<file path="src/app_defines.svh">
`ifndef APP_DEFINES_SVH
`define APP_DEFINES_SVH

// Stream data path
`define APP_DATA_W 64

// Port id width and match table depth
`define APP_PORT_W    2
`define APP_NUM_PORTS 4

// Register port address
`define APP_REG_ADDR_W 4

// Free-running timestamp from the shell
`define APP_TS_W 64

`endif

</file>
<file path="src/app_pkg.sv">
`include "app_defines.svh"

package app_pkg;

   // ----------------------------------------
   // Stream and metadata types
   // ----------------------------------------
   typedef struct packed {
      logic [`APP_TS_W-1:0]   timestamp;
      logic [15:0]            pid;
      logic [`APP_PORT_W-1:0] ingress_port;
      logic [`APP_PORT_W-1:0] egress_port;
      logic                   rss_enable;
      logic [11:0]            rss_entropy;
      logic                   drop;
   } app_meta_t;

   typedef struct packed {
      logic [`APP_DATA_W-1:0] tdata;
      logic [7:0]             tkeep;
      logic                   tlast;
      logic                   sop;
   } app_beat_t;

   // Beat plus metadata, moved between the internal stages
   typedef struct packed {
      app_beat_t beat;
      app_meta_t meta;
   } app_word_t;

   typedef struct packed {
      logic [`APP_DATA_W-1:0] tdata;
      logic [7:0]             tkeep;
      logic                   tlast;
      logic [`APP_PORT_W-1:0] tdest;
      logic [15:0]            pid;
      logic                   rss_enable;
      logic [11:0]            rss_entropy;
   } app_egress_t;

   // ----------------------------------------
   // Match table
   // ----------------------------------------
   typedef struct packed {
      logic [`APP_PORT_W-1:0] egress_port;
      logic                   rss_enable;
      logic                   drop;
   } table_entry_t;

   typedef table_entry_t [`APP_NUM_PORTS-1:0] table_array_t;

   // Register map
   localparam logic [`APP_REG_ADDR_W-1:0] REG_TABLE_BASE = `APP_REG_ADDR_W'(0);
   localparam logic [`APP_REG_ADDR_W-1:0] REG_PKT_COUNT  = `APP_REG_ADDR_W'(4);
   localparam logic [`APP_REG_ADDR_W-1:0] REG_DROP_COUNT = `APP_REG_ADDR_W'(5);

   // XOR of the five 12-bit slices in bits 59:0
   function automatic logic [11:0] rss_fold(input logic [`APP_DATA_W-1:0] data);
      logic [11:0] acc;
      acc = '0;
      for (int i = 0; i < 5; i++) begin
         acc = acc ^ data[i*12 +: 12];
      end
      return acc;
   endfunction

endpackage

</file>
<file path="src/app_stream_if.sv">
`timescale 1ns/1ps

interface app_stream_if;

   import app_pkg::*;

   // Handshake
   logic valid;
   logic ready;

   // Beat and its metadata, held while valid and not ready
   app_word_t word;

   // ----------------------------------------
   // Producer side
   // ----------------------------------------
   modport src (
      output valid,
      output word,
      input  ready
   );

   // Consumer side
   modport dst (
      input  valid,
      input  word,
      output ready
   );

endinterface

</file>
<file path="src/app_core.sv">
`timescale 1ns/1ps
`include "app_defines.svh"

module app_core (
   input  logic                       core_clk,
   input  logic                       arst_n,
   input  logic [`APP_TS_W-1:0]       timestamp,
   // Ingress stream
   input  logic                       s_tvalid,
   output logic                       s_tready,
   input  logic [`APP_DATA_W-1:0]     s_tdata,
   input  logic [7:0]                 s_tkeep,
   input  logic                       s_tlast,
   input  logic [`APP_PORT_W-1:0]     s_tid,
   input  logic [15:0]                s_tuser_pid,
   // Egress stream
   output logic                       m_tvalid,
   input  logic                       m_tready,
   output logic [`APP_DATA_W-1:0]     m_tdata,
   output logic [7:0]                 m_tkeep,
   output logic                       m_tlast,
   output logic [`APP_PORT_W-1:0]     m_tdest,
   output logic [15:0]                m_tuser_pid,
   output logic                       m_tuser_rss_enable,
   output logic [11:0]                m_tuser_rss_entropy,
   // Register port
   input  logic                       reg_wr_en,
   input  logic                       reg_rd_en,
   input  logic [`APP_REG_ADDR_W-1:0] reg_addr,
   input  logic [31:0]                reg_wdata,
   output logic [31:0]                reg_rdata
);

   import app_pkg::*;

   table_array_t table_entries;
   logic         pkt_done;
   logic         pkt_dropped;

   app_stream_if dec_to_exe ();
   app_stream_if exe_to_res ();

   // ----------------------------------------
   // Decode, execute, result
   // ----------------------------------------
   meta_decoder u_decode (
      .core_clk, .arst_n, .s_tvalid, .s_tdata, .s_tkeep, .s_tlast, .s_tid, .s_tuser_pid,
      .timestamp, .s_tready,
      .out (dec_to_exe.src)
   );

   match_action u_execute (
      .core_clk, .arst_n, .table_entries,
      .in  (dec_to_exe.dst),
      .out (exe_to_res.src)
   );

   result_stage u_result (
      .core_clk, .arst_n,
      .in (exe_to_res.dst),
      .m_tvalid, .m_tready, .m_tdata, .m_tkeep, .m_tlast, .m_tdest,
      .m_tuser_pid, .m_tuser_rss_enable, .m_tuser_rss_entropy,
      .pkt_done, .pkt_dropped
   );

   // Register block
   app_regs u_regs (
      .core_clk, .arst_n, .reg_wr_en, .reg_rd_en, .reg_addr, .reg_wdata, .reg_rdata,
      .pkt_done, .pkt_dropped, .table_entries
   );

endmodule

</file>
<file path="src/app_regs.sv">
`timescale 1ns/1ps
`include "app_defines.svh"

module app_regs (
   input  logic                       core_clk,
   input  logic                       arst_n,
   input  logic                       reg_wr_en,
   input  logic                       reg_rd_en,
   input  logic [`APP_REG_ADDR_W-1:0] reg_addr,
   input  logic [31:0]                reg_wdata,
   output logic [31:0]                reg_rdata,
   input  logic                       pkt_done,
   input  logic                       pkt_dropped,
   output app_pkg::table_array_t      table_entries
);

   import app_pkg::*;

   logic [31:0]                pkt_count;
   logic [31:0]                drop_count;
   logic [`APP_REG_ADDR_W-1:0] tbl_off;
   logic                       tbl_hit;
   table_entry_t               rd_entry;

   assign tbl_off  = reg_addr - REG_TABLE_BASE;
   assign tbl_hit  = tbl_off < `APP_REG_ADDR_W'(`APP_NUM_PORTS);
   assign rd_entry = table_entries[tbl_off[`APP_PORT_W-1:0]];

   // ----------------------------------------
   // Table and counters
   // ----------------------------------------
   always_ff @(posedge core_clk or negedge arst_n) begin
      if (!arst_n) begin
         // Identity mapping, RSS and drop off
         for (int i = 0; i < `APP_NUM_PORTS; i++) begin
            table_entries[i] <= '{egress_port: `APP_PORT_W'(i), rss_enable: 1'b0, drop: 1'b0};
         end
         pkt_count  <= '0;
         drop_count <= '0;
      end else begin
         if (reg_wr_en && tbl_hit) begin
            table_entries[tbl_off[`APP_PORT_W-1:0]] <= '{egress_port: reg_wdata[`APP_PORT_W-1:0],
                                                        rss_enable: reg_wdata[4],
                                                        drop: reg_wdata[8]};
         end
         if (pkt_done) pkt_count <= pkt_count + 32'd1;
         if (pkt_dropped) drop_count <= drop_count + 32'd1;
      end
   end

   // Registered read mux
   always_ff @(posedge core_clk or negedge arst_n) begin
      if (!arst_n) begin
         reg_rdata <= '0;
      end else if (reg_rd_en) begin
         reg_rdata <= '0;
         if (tbl_hit) begin
            reg_rdata[`APP_PORT_W-1:0] <= rd_entry.egress_port;
            reg_rdata[4]               <= rd_entry.rss_enable;
            reg_rdata[8]               <= rd_entry.drop;
         end else if (reg_addr == REG_PKT_COUNT) begin
            reg_rdata <= pkt_count;
         end else if (reg_addr == REG_DROP_COUNT) begin
            reg_rdata <= drop_count;
         end
      end
   end

endmodule

</file>
<file path="src/match_action.sv">
`timescale 1ns/1ps
`include "app_defines.svh"

module match_action (
   input  logic                  core_clk,
   input  logic                  arst_n,
   input  app_pkg::table_array_t table_entries,
   app_stream_if.dst             in,
   app_stream_if.src             out
);

   import app_pkg::*;

   table_entry_t hit;
   app_word_t    word_in;

   // ----------------------------------------
   // Lookup by ingress port
   // ----------------------------------------
   assign hit = table_entries[in.word.meta.ingress_port];

   always_comb begin
      word_in = in.word;
      // Only the sop beat is rewritten
      if (in.word.beat.sop) begin
         word_in.meta.egress_port = hit.egress_port;
         word_in.meta.rss_enable  = hit.rss_enable;
         word_in.meta.drop        = hit.drop;
         if (hit.rss_enable) begin
            word_in.meta.rss_entropy = rss_fold(in.word.beat.tdata);
         end else begin
            word_in.meta.rss_entropy = '0;
         end
      end
   end

   pipe_stage #(.payload_t(app_word_t)) u_stage (
      .core_clk  (core_clk),
      .arst_n    (arst_n),
      .in_valid  (in.valid),
      .in_ready  (in.ready),
      .in_data   (word_in),
      .out_valid (out.valid),
      .out_ready (out.ready),
      .out_data  (out.word)
   );

endmodule

</file>
<file path="src/meta_decoder.sv">
`timescale 1ns/1ps
`include "app_defines.svh"

module meta_decoder (
   input  logic                   core_clk,
   input  logic                   arst_n,
   input  logic                   s_tvalid,
   input  logic [`APP_DATA_W-1:0] s_tdata,
   input  logic [7:0]             s_tkeep,
   input  logic                   s_tlast,
   input  logic [`APP_PORT_W-1:0] s_tid,
   input  logic [15:0]            s_tuser_pid,
   input  logic [`APP_TS_W-1:0]   timestamp,
   output logic                   s_tready,
   app_stream_if.src              out
);

   import app_pkg::*;

   logic      in_pkt;
   app_word_t word_in;

   // ----------------------------------------
   // Start-of-packet tracking
   // ----------------------------------------
   always_ff @(posedge core_clk or negedge arst_n) begin
      if (!arst_n) begin
         in_pkt <= 1'b0;
      end else if (s_tvalid && s_tready) begin
         in_pkt <= !s_tlast;
      end
   end

   // Ingress metadata, egress defaults to the ingress port
   always_comb begin
      word_in.beat.tdata        = s_tdata;
      word_in.beat.tkeep        = s_tkeep;
      word_in.beat.tlast        = s_tlast;
      word_in.beat.sop          = !in_pkt;
      word_in.meta.timestamp    = timestamp;
      word_in.meta.pid          = s_tuser_pid;
      word_in.meta.ingress_port = s_tid;
      word_in.meta.egress_port  = s_tid;
      word_in.meta.rss_enable   = 1'b0;
      word_in.meta.rss_entropy  = '0;
      word_in.meta.drop         = 1'b0;
   end

   pipe_stage #(.payload_t(app_word_t)) u_stage (
      .core_clk  (core_clk),
      .arst_n    (arst_n),
      .in_valid  (s_tvalid),
      .in_ready  (s_tready),
      .in_data   (word_in),
      .out_valid (out.valid),
      .out_ready (out.ready),
      .out_data  (out.word)
   );

endmodule

</file>
<file path="src/pipe_stage.sv">
`timescale 1ns/1ps

module pipe_stage #(
   parameter type payload_t = logic
) (
   input  logic     core_clk,
   input  logic     arst_n,
   input  logic     in_valid,
   output logic     in_ready,
   input  payload_t in_data,
   output logic     out_valid,
   input  logic     out_ready,
   output payload_t out_data
);

   // Take a new item when empty or when the current one leaves
   assign in_ready = !out_valid || out_ready;

   always_ff @(posedge core_clk or negedge arst_n) begin
      if (!arst_n) begin
         out_valid <= 1'b0;
      end else if (in_ready) begin
         out_valid <= in_valid;
      end
   end

   // Payload register
   always_ff @(posedge core_clk) begin
      if (in_valid && in_ready) begin
         out_data <= in_data;
      end
   end

endmodule

</file>
<file path="src/result_stage.sv">
`timescale 1ns/1ps
`include "app_defines.svh"

module result_stage (
   input  logic                   core_clk,
   input  logic                   arst_n,
   app_stream_if.dst              in,
   output logic                   m_tvalid,
   input  logic                   m_tready,
   output logic [`APP_DATA_W-1:0] m_tdata,
   output logic [7:0]             m_tkeep,
   output logic                   m_tlast,
   output logic [`APP_PORT_W-1:0] m_tdest,
   output logic [15:0]            m_tuser_pid,
   output logic                   m_tuser_rss_enable,
   output logic [11:0]            m_tuser_rss_entropy,
   output logic                   pkt_done,
   output logic                   pkt_dropped
);

   import app_pkg::*;

   app_meta_t   meta_hold;
   app_meta_t   meta_live;
   app_egress_t egr_in;
   app_egress_t egr_out;
   logic        stage_valid;
   logic        stage_ready;
   logic        accept;

   // ----------------------------------------
   // Per-packet metadata hold
   // ----------------------------------------
   assign meta_live = in.word.beat.sop ? in.word.meta : meta_hold;
   assign accept    = in.valid && in.ready;

   always_ff @(posedge core_clk) begin
      if (accept && in.word.beat.sop) begin
         meta_hold <= in.word.meta;
      end
   end

   // Dropped beats are swallowed here
   assign stage_valid = in.valid && !meta_live.drop;
   assign in.ready    = meta_live.drop || stage_ready;

   always_comb begin
      egr_in.tdata       = in.word.beat.tdata;
      egr_in.tkeep       = in.word.beat.tkeep;
      egr_in.tlast       = in.word.beat.tlast;
      egr_in.tdest       = meta_live.egress_port;
      egr_in.pid         = meta_live.pid;
      egr_in.rss_enable  = meta_live.rss_enable;
      egr_in.rss_entropy = meta_live.rss_entropy;
   end

   pipe_stage #(.payload_t(app_egress_t)) u_stage (
      .core_clk  (core_clk),
      .arst_n    (arst_n),
      .in_valid  (stage_valid),
      .in_ready  (stage_ready),
      .in_data   (egr_in),
      .out_valid (m_tvalid),
      .out_ready (m_tready),
      .out_data  (egr_out)
   );

   assign m_tdata             = egr_out.tdata;
   assign m_tkeep             = egr_out.tkeep;
   assign m_tlast             = egr_out.tlast;
   assign m_tdest             = egr_out.tdest;
   assign m_tuser_pid         = egr_out.pid;
   assign m_tuser_rss_enable  = egr_out.rss_enable;
   assign m_tuser_rss_entropy = egr_out.rss_entropy;

   // Packet events on the accepted tlast beat
   always_ff @(posedge core_clk or negedge arst_n) begin
      if (!arst_n) begin
         pkt_done    <= 1'b0;
         pkt_dropped <= 1'b0;
      end else begin
         pkt_done    <= accept && in.word.beat.tlast && !meta_live.drop;
         pkt_dropped <= accept && in.word.beat.tlast && meta_live.drop;
      end
   end

endmodule

</file>
<file path="config.mk">
export PLATFORM = sky130hd
export DESIGN_NAME = app_core
export DESIGN_NICKNAME = d
export VERILOG_FILES = /design/src/app_pkg.sv /design/src/app_stream_if.sv /design/src/app_core.sv /design/src/app_regs.sv /design/src/match_action.sv /design/src/meta_decoder.sv /design/src/pipe_stage.sv /design/src/result_stage.sv
export VERILOG_INCLUDE_DIRS = /design/src
export SDC_FILE = /design/constraint.sdc
export NUM_CORES = 1
export LEC_CHECK = 0
export BUFFER_PORTS_ARGS = -buffer_cell sky130_fd_sc_hd__buf_2
export CAP_MARGIN = 15
export CORE_MARGIN = 5
export CORE_UTILIZATION = 53
export DETAILED_ROUTE_END_ITERATION = 16
export PLACE_DENSITY = 0.76
export SYNTH_ARGS = -nofsm -noshare
export SYNTH_HDL_FRONTEND = slang
export SYNTH_SLANG_ARGS = --single-unit
</file>
<file path="constraint.sdc">
create_clock -name core_clk -period 15.2 [get_ports core_clk]
set_clock_uncertainty 0.2 [all_clocks]
set_input_delay 0 -clock core_clk [delete_from_list [all_inputs] [get_ports core_clk]]
set_output_delay 0 -clock core_clk [all_outputs]
set_load 0.05 [all_outputs]
</file>
# Word-level counts from Yosys, hierarchy flattened
# Index checks and enable logic that the tools add are counted.
dict set report totals {
  regBits 456
  latch_bits 0
  ramBits 0
  mem_bits_ro 0
  output_inout_bits 138
  wordCells 102
  memories 0
}
dict set report classes {
  n_addsub 2
  mul 0
  div_mod_pow 0
  order_cmp 4
  eq_ne 2
  shifts 0
  mux 18
  bitwise 4
  reduce_logical 22
}
# op count
set ops {}
lappend ops {{32-bit by 1-bit adder with 32-bit output, second input constant} 2}
lappend ops {{32-bit 2-to-1 mux} 2}
lappend ops {{12-bit XOR} 4}
lappend ops {{34-bit 2-to-1 mux} 1}
lappend ops {{23-bit 2-to-1 mux} 1}
lappend ops {{4-bit binary-select mux with 2-bit select} 2}
lappend ops {{16-bit bitwise mux} 1}
lappend ops {{16-bit 2-to-1 mux} 1}
lappend ops {{12-bit 2-to-1 mux} 1}
lappend ops {{4-bit 2-to-1 mux} 3}
lappend ops {{1-bit logical AND} 11}
lappend ops {{4-bit demux with 2-bit select} 1}
lappend ops {{4-bit by 3-bit == test with 1-bit output, second input constant} 2}
lappend ops {{1-bit logical NOT} 6}
lappend ops {{2-bit by 3-bit < comparator with 1-bit output, second input constant} 2}
lappend ops {{1-bit logical OR} 4}
lappend ops {{4-bit by 3-bit < comparator with 1-bit output, second input constant} 1}
lappend ops {{2-bit 2-to-1 mux} 2}
lappend ops {{3-bit 2-to-1 mux} 1}
lappend ops {{2-bit by 1-bit greater-or-equal comparator with 1-bit output, second input constant} 1}
lappend ops {{1-bit 2-to-1 mux} 2}
lappend ops {{2-bit AND reduction} 1}

# Longest topological paths before layout
# Gate-level depths: netlist of the first run.
dict set report logic_depth {
  ltp_word 6
  depth_mapped 5
  ltp_nobuf 5
}

# By module
# A second synthesis of the first run with hierarchy kept.
dict set report hier_totals {
  cells_unflattened 1074
  area_unflattened_um2 21196.6
}
# mod instances cells_each area_each_um2 seq_area_each_um2
set modules_own_cells {}
lappend modules_own_cells {{pipe_stage at u_decode.u_stage ...} 2 176 5218.8 5190.0}
lappend modules_own_cells {app_regs 1 460 5307.6 2807.7}
lappend modules_own_cells {{pipe_stage at u_result.u_stage} 1 108 3176.8 3148.0}
lappend modules_own_cells {result_stage 1 76 1457.6 1011.0}
lappend modules_own_cells {match_action 1 73 773.2 0.0}
lappend modules_own_cells {meta_decoder 1 5 43.8 25.0}

# Least setup slack after synthesis of the first run
# No wires, ideal clock.
dict set report synth_timing {
  path_type {register to register}
  from {reg u_execute.u_stage.out_data[98] in the netlist's numbering}
  to {reg u_result.u_stage.out_data[0] in the netlist's numbering, enable pin}
  t_arrival_ns 5.296
  slack_ns 9.135
  stages_incl_launch_ff 5
  n_path_buf 1
  synth_period_minus_slack_ns 6.065
  path_cell_list {edfxtp_1 -> clkbuf_1 -> mux2i_1 -> nand2_1 -> nor2_1}
}
dict set report synth_via {
  elab_chain_len 4
}
# element line_no
set synth_lines {}
lappend synth_lines {{start: declaration} pipe_stage.sv:13} ;# output payload_t out_data
lappend synth_lines {{start signal: assignment} pipe_stage.sv:30} ;# out_data <= in_data;
lappend synth_lines {{34-bit 2-to-1 mux} result_stage.sv:34} ;# assign meta_live = in.word.beat.sop ? in.word.meta : meta_hold;
lappend synth_lines {{1-bit logical NOT} result_stage.sv:44} ;# assign stage_valid = in.valid && !meta_live.drop;
lappend synth_lines {{1-bit logical AND} result_stage.sv:44}
lappend synth_lines {{1-bit logical AND} pipe_stage.sv:29} ;# if (in_valid && in_ready) begin
lappend synth_lines {{end signal: assignment} pipe_stage.sv:30}
lappend synth_lines {{end: declaration} pipe_stage.sv:13}
# Every way passes these cells.
# A chain may end at the register's enable or synchronous reset.

# Worst setup path after layout of the first run
dict set report layout_timing {
  from {in reg_addr[1]}
  to {reg u_regs.reg_rdata[24]}
}
dict set report layout_via {
  elab_chain_len 4
}
# element line_no
set layout_lines {}
lappend layout_lines {{start: declaration} app_core.sv:29} ;# input logic [`APP_REG_ADDR_W-1:0] reg_addr,
lappend layout_lines {{4-bit by 3-bit == test with 1-bit output} app_regs.sv:63} ;# end else if (reg_addr == REG_DROP_COUNT) begin
lappend layout_lines {{32-bit 2-to-1 mux} app_regs.sv:63}
lappend layout_lines {{32-bit 2-to-1 mux} app_regs.sv:61} ;# end else if (reg_addr == REG_PKT_COUNT) begin
lappend layout_lines {{23-bit 2-to-1 mux (*)} app_regs.sv:57} ;# if (tbl_hit) begin
lappend layout_lines {{end signal: indexed assignment} app_regs.sv:58} ;# reg_rdata[`APP_PORT_W-1:0] <= rd_entry.egress_port;
lappend layout_lines {{end signal: assignment} app_regs.sv:62} ;# reg_rdata <= pkt_count;
lappend layout_lines {{end signal: assignment} app_regs.sv:64} ;# reg_rdata <= drop_count;
lappend layout_lines {{end: declaration} app_regs.sv:11} ;# output logic [31:0] reg_rdata,
# Mark *: on every way between the ends. The rest lies on a longest branch, timed or not.

==> results.cfg, run 1 <==
[floorplanning]
die_w_um = 187
start_util_pct = 53.9
dieArea_mm2 = 0.0348
fp.dieH_um = 187
num_rows = 64
io_pins = 335
core_region_area_mm2 = 0.0307

[worst_setup_path]
crit_arrival_ps = 3090
worst-path-max-fanout = 16
regToRegStartpoint = u_execute.u_stage.out_data[98]
worst-r2r-setup-slack_ps = 12520
worst-setup-path-type = in2reg
crit_end = u_regs.reg_rdata[24]
r2r-end = u_execute.u_stage.out_data[98]
critical_path.most_common_cell = dlygate4sd3_1
critical_path.cell_chain = dlygate4sd3_1, buf_2, nor3b_2, nand3_1, dlygate4sd3_1, o21ai_1, dlygate4sd3_1
reg2regPathDepth = 4
critPathRequiredTime_ps = 15480
setup.worst_path.start_class = input pin
cpPeakStageDelay_ps = 910
worstSetupStartpoint = reg_addr[1]
crit_slowest_cell = nor3b_2
worst_setup_path_end_kind = flop

[detailed_routing]
drc_errors = 0
vias_per_cell = 5.14
vias = 9392
routedWlPerCell_um = 19.9
ant_nets = 0
firstDrtPassIters = 5
wl_mm = 36.4
drtIter0Drc = 609

[place]
post-dp-hpwl_mm = 20.9
place_congestion = 0.819
dpl_cell_area_mm2 = 0.0182
pre_cts_ws_ps = 12500
portBuffers = 242

[global_routing]
use_met3_pct = 4.19
grt_usage_pct = 20.8
grt_util_met1_pct = 27.2
grt_pass1_vias = 10000
grt_remaining_overflow = 0
grt_antenna_before_repair = 2
grt_max_degree = 73
grt_busiest_layer = met2
use_met2_pct = 35.6
grt_pass1_wl_mm = 57.3

[synthesis]
synth_cell_types = 42
yosysTopAreaCell = edfxtp_1
ys_seq_area_share_pct = 78.6
synth_top_area_share_pct = 60.7
synth_fp_nets = 1124
synthTopCellsByArea = edfxtp_1, dfrtp_1, xnor2_1
ys_ff_latch = 452
ys_warn_count = 0
syn_inst = 925
netlist_area_mm2 = 0.0165
syn_area_per_cell_um2 = 17.9

[layout]
final_cell_area_mm2 = 0.0217
syn_to_final_growth_pct = 31.3
nets = 1592
drive_above_1_share_pct = 28.0

[timing]
slew_headroom_pct = 26.4
fin_crit_sh_pct = 18.4
fin_setup_tns_ps = 0
rsz0062_at_grt = no
finalHoldViolations = 0
drv_slew = 0
clock.fmax_mhz = 357
setup_viol = 0
tightestPinTransition_ps = 1100
period_minus_slack_ps = 2800
fin_ws_ps = 12400

[status]
outcome = completed

[cts]
cts_root_buf = clkbuf_16
clock_latency_ps = 560
cts_tree = done
cts_buffers = 45
cts.clk_slew.worst_paths_ps = 60
clockBufferDepth = 3
post_cts_buffers = 0
htreeDepth = 2
clock-sinks = 452

[power_and_ir_drop]
leakage_nw = 8.62
vdd_ir_drop_max_mv = 0.0706
power.density_mw_per_mm2 = 138

[worst_hold_path]
hp-class = in2reg

[run]
maxCapViolCount = 0
[flip-flops by register name (all words and copies together), names as in the netlist, 16 cells and up]
register and cells:
u_result.u_stage.out_data 104, u_regs.pkt_count 32, u_result.meta_hold 32, u_regs.drop_count 32
u_regs.reg_rdata 32, u_execute.u_stage.out_data 106, u_regs.table_entries 16, u_decode.u_stage.out_data 92
[cells in the mapped netlist]
master	instances
nor3b_1	1
and3_1	7
buf_2	7
xnor2_1	85
dfrtp_1	114
nand2b_1	3
nor4_2	1
mux2_1	31
ha_1	2
inv_1	32
nand2_1	23
and2_1	5
a31oi_1	1
nor4_1	2
nor2b_1	1
clkbuf_1	8
nor3_2	1
nand4b_1	1
nand3_1	58
o21ai_1	28
nor4_4	3
edfxtp_1	334
nand4_1	22
mux4_2	6
nand4_4	1
mux2i_1	4
mux2_2	52
nand4_2	2
buf_1	5
buf_4	1
nor2_1	31
xor2_1	25
nor3_1	4
nor3b_2	1
and4_1	5
nor3_4	2
a22oi_1	4
inv_2	1
o211a_1	1
a21oi_1	5
o21ai_0	1
dfstp_2	4
[worst min-delay path by stage]
| stage | from | endpoint | slack (ps) | depth (start not counted) |
|---|---|---|---|---|
| floorplan | arst_n | u_decode.in_pkt | -500 | 0 |
| global placement | arst_n | u_regs.reg_rdata[26] | -140 | 1 |
| detailed placement | arst_n | u_regs.reg_rdata[26] | -120 | 1 |
| CTS | s_tuser_pid[10] | u_decode.u_stage.out_data[28] | 0.6 | 2 |
| global route | s_tuser_pid[10] | u_decode.u_stage.out_data[28] | 0.9 | 2 |
| finish | s_tuser_pid[6] | u_decode.u_stage.out_data[24] | 6 | 2 |
[layout by cell type (no fill, tap or decap), types with 3 or more instances in the layout]
cell type | netlist | final
and2_1 | 5 | 3
clkbuf_16 | 0 | 45
nand2_1 | 23 | 23
buf_2 | 7 | 241
dfstp_2 | 4 | 4
nand3_1 | 58 | 58
nand4_1 | 22 | 22
nor4_4 | 3 | 3
a22oi_1 | 4 | 4
buf_4 | 1 | 8
nor3_1 | 4 | 4
dfrtp_1 | 114 | 114
inv_1 | 32 | 32
mux2_1 | 31 | 31
xor2_1 | 25 | 25
o21ai_1 | 28 | 28
clkinv_1 | 0 | 7
nand2b_1 | 3 | 3
mux2i_1 | 4 | 4
and3_1 | 7 | 7
a21oi_1 | 5 | 5
clkinvlp_4 | 0 | 3
mux2_2 | 52 | 52
xnor2_1 | 85 | 85
bufinv_16 | 0 | 7
dlygate4sd3_1 | 0 | 192
clkinv_2 | 0 | 10
mux4_2 | 6 | 6
nor2_1 | 31 | 30
and4_1 | 5 | 5
clkbuf_1 | 8 | 6
edfxtp_1 | 334 | 334
[timing repair]
action,CTS,global route
hold buffers,193,0
gates resized for setup,0,0
endpoints found under the hold margin,214,0
[final cells by class]
type | count | area (um2)
sequential | 452 | 13000
fill | 1906 | 8970
multi-input combinational | 419 | 3330
timing repair buffer | 442 | 3220
clock buffer | 53 | 1180
tap | 396 | 495
clock inverter | 31 | 359
inverter | 33 | 124
antenna | 2 | 5.00
[per-stage QoR]
step,utilization (%),hold WS [ps],power [mW],cells
2_1_floorplan,-,-496,1.74,925
3_3_place_gp,59.4,-136,1.82,1549
3_5_place_dp,59.4,-123,1.83,1549
4_1_cts,70.7,0.566,3.01,1826
5_1_grt,70.7,0.936,3.11,1828
6_report,70.7,6.36,3.00,1828
[routing by layer]
layer / vias up / wire length [um] / part of all wire (%)
met5: - / 0 / 0
met4: 0 / 1000 / 2.8
met3: 59 / 2070 / 5.7
met2: 280 / 18600 / 51
met1: 4692 / 14700 / 40
li1: 4361 / - / -
[worst max-delay path: cells and delay by family]
kind                   cells  cell delay (ps)
AO/OA/AOI/OAI              1               90
buffers and inverters      4             1950
AND/OR/NAND/NOR            2             1030
[power breakdown]
part	switching (mW)	internal, mW	total [mW]
registers	0.0579	1.46	1.52
logic	0.219	0.123	0.342
clock network	0.467	0.677	1.14
[logic make-up after synthesis]
group                    count (synthesis)  synth area share [%]
AO/OA/AOI/OAI                           40                  1.31
buffers and inverters                   54                  1.30
AND/OR/NAND/NOR                        174                  6.06
flip-flops                             452                  78.6
multiplexers                            93                  6.72
XOR/XNOR                               110                  5.83
adder cells (fa/ha/maj)                  2                 0.151
Note: power is estimated with default switching activity, not from simulation.
==> run 2: changes to the inputs <==
ABC_AREA = 1   (was unset)
clock period = 2.6 ns   (was 15.2 ns; I/O delays follow)
==> run 2 against run 1 <==
Net effect: flip-flop and latch count stayed put; critical path depth is 3 higher; first-iteration DRC count is 50% higher; global-route usage is 2.8 points higher; critical endpoint is now u_regs.table_entries[12]; sequential share of layout area is 2.3 points lower; synthesized area is 3.9% higher; combinational power grew to 6.6 times the previous value; worst setup slack worse by 12000 ps; via count is 24% higher; cell area is 4.0% higher.
==> results.cfg, run 2 <==
[global_routing]
grt_pass1_vias = 11900
grt_max_degree = 86
grt_antenna_before_repair = 1
grt_usage_pct = 23.6
grt_pass1_wl_mm = 66.3
grt_remaining_overflow = 0

[power_and_ir_drop]
leakage_nw = 9.54
vdd_ir_drop_max_mv = 0.798
finalPower_mw = 17.7
power.density_mw_per_mm2 = 785

[synthesis]
syn_area_per_cell_um2 = 13.0
synthTopCellsByArea = edfxtp_1, dfrtp_1, nand2_1
syn_inst = 1320
synth_fp_nets = 1519
ys_top_cells_by_count = nand2_1, edfxtp_1, dfrtp_1
synth_top_area_share_pct = 58.4
netlist_area_mm2 = 0.0172
ys_warn_count = 0
synth_edf_count = 334
yosysMostFrequentCell = nand2_1
synth_cell_types = 37
synthFlopType = edfxtp_1
postSynth.asyncResetShare_pct = 26.1
ys_seq_area_share_pct = 75.7
yosysTopAreaCell = edfxtp_1
ys_ff_latch = 452

[detailed_routing]
routedWlPerCell_um = 18.6
firstDrtPassIters = 5
ant_nets = 0
wl_mm = 42.4
drc_errors = 0
vias = 11600
drtIter0Drc = 914
vias_per_cell = 5.10

[worst_setup_path]
worst_setup_path_end_kind = flop
setup.worst_path.start_class = input pin
crit_arrival_ps = 2640
worst-path-max-fanout = 8
critPathRequiredTime_ps = 2810
worst-setup-path-type = in2reg

[layout]
largest_reg_flops = 106
fill_cells = 1931
top_regs = u_execute.u_stage.out_data (106), u_result.u_stage.out_data (104), u_decode.u_stage.out_data (92)
finalNonFillerCells = 2276
drive_above_1_share_pct = 21.6
nets = 2003
mostFrequentLayoutCell = nand2_1
syn_to_final_growth_pct = 31.5
final_cell_area_mm2 = 0.0226
final-seq-area_mm2 = 0.0130
final_cell_mix = nand2_1, edfxtp_1, buf_2, dlygate4sd3_1, dfrtp_1
multiInputGateArea_mm2 = 0.00370
largest_register = u_execute.u_stage.out_data

[cts]
clockBufferDepth = 3
clock_latency_ps = 560
htreeDepth = 2
cts.clk_slew.worst_paths_ps = 60
cts_buffers = 45
cts_tree = done
clock-sinks = 452
cts_root_buf = clkbuf_16

[place]
post-dp-hpwl_mm = 24.4
dp.cells = 1991
portBuffers = 242
dpl_cell_area_mm2 = 0.0191
pre_cts_ws_ps = 640
place_congestion = 0.875

[floorplanning]
fp.dieH_um = 190
num_rows = 65
start_util_pct = 54.0
dieArea_mm2 = 0.0361
core_region_area_mm2 = 0.0318
die_w_um = 190
io_pins = 335

[timing]
period_minus_slack_ps = 2420
fin_ws_ps = 175
tightestPinTransition_ps = 772
rsz0062_at_grt = no
fin_crit_sh_pct = 93.3
clock.fmax_mhz = 412
setup_viol = 0
drv_slew = 0
finalHoldViolations = 0
slew_headroom_pct = 48.5

[status]
outcome = completed

[worst_hold_path]
hp-class = in2reg

[run]
maxCapViolCount = 0
==> run 2: changes by cell type after synthesis, sizes merged, moves of 8 or more <==
cell	previous run	this run
inv	33	114
mux2	83	0
nand2	23	392
nor2	31	96
nor3	7	15
o21ai	29	39
o22ai	0	16
xnor2	85	26
xor2	25	50
==> run 2: cells by family after synthesis <==
logic type,share of synthesized area (%)
AND/OR/NAND/NOR,14.8
adder cells (fa/ha/maj),0.146
XOR/XNOR,3.88
buffers and inverters,3.14
flip-flops,75.7
AO/OA/AOI/OAI,2.34
==> run 2: worst max-delay path: stages <==
cell and delay [ps]:
dlygate4sd3_1 560, buf_2 150, nor2_2 200, inv_1 110
nor2_1 90, dlygate4sd3_1 620, nand2_1 70, dlygate4sd3_1 670
nand2_1 90, o21ai_0 90
==> run 2: area by class of cell <==
class                   count  share of cell area (%)
well taps                 435                    2.41
diodes                      1                  0.0111
clock buffers              56                    5.31
inverters                 114                    1.91
clock inverters            27                    1.23
flip-flops and latches    452                    57.6
repair buffers            460                    15.2
multi-input cells         731                    16.4
==> run 2: path summary, 6_finish.rpt <==
path | start | slack [ps] | endpoint | cells after the start
max in group asynchronous | arst_n | 1410 | u_regs.table_entries[15] | 4
min in group asynchronous | arst_n | 320 | u_regs.pkt_count[23] | 4
max | reg_addr[3] | 180 | u_regs.table_entries[12] | 10
max reg2reg | u_result.u_stage.out_valid | 490 | u_decode.in_pkt | 8
min reg2reg | u_execute.u_stage.out_data[157] | 220 | u_result.u_stage.out_data[89] | 0
min | s_tuser_pid[2] | 30 | u_decode.u_stage.out_data[20] | 2
==> run 2: power by group <==
part / total, mW / switching (mW) / internal [mW]
combinational: 2.26 / 1.60 / 0.663
sequential: 8.94 / 0.342 / 8.60
clock: 6.52 / 2.81 / 3.71
total: 17.7 / 4.75 / 13.0
==> run 2: metal layers <==
metal / routed length (um) / share of wire, % / global-route usage (%)
met1: 16500 / 39 / 29.8
met2: 21600 / 51 / 41.0
met3: 2460 / 5.8 / 3.72
met4: 1880 / 4.4 / 9.46
met5: 0 / 0 / 0
==> run 2: what timing repair did <==
action | 4_1_cts | 5_1_grt
hold buffers | 201 | 1
endpoints found under the hold margin | 268 | 1
gates resized for setup | 0 | 1
setup buffers | 0 | 0
endpoints found under the setup margin | 0 | 3
==> run 2: through the flow <==
step | utilization, % | hold WS (ps) | setup TNS [ps]
floorplan | - | -496 | -166670
global placement | 59.9 | -217 | 0
detailed placement | 59.9 | -218 | 0
CTS | 70.9 | 2.51 | 0
global route | 71.0 | 10.2 | 0
finish | 71.0 | 30.1 | 0
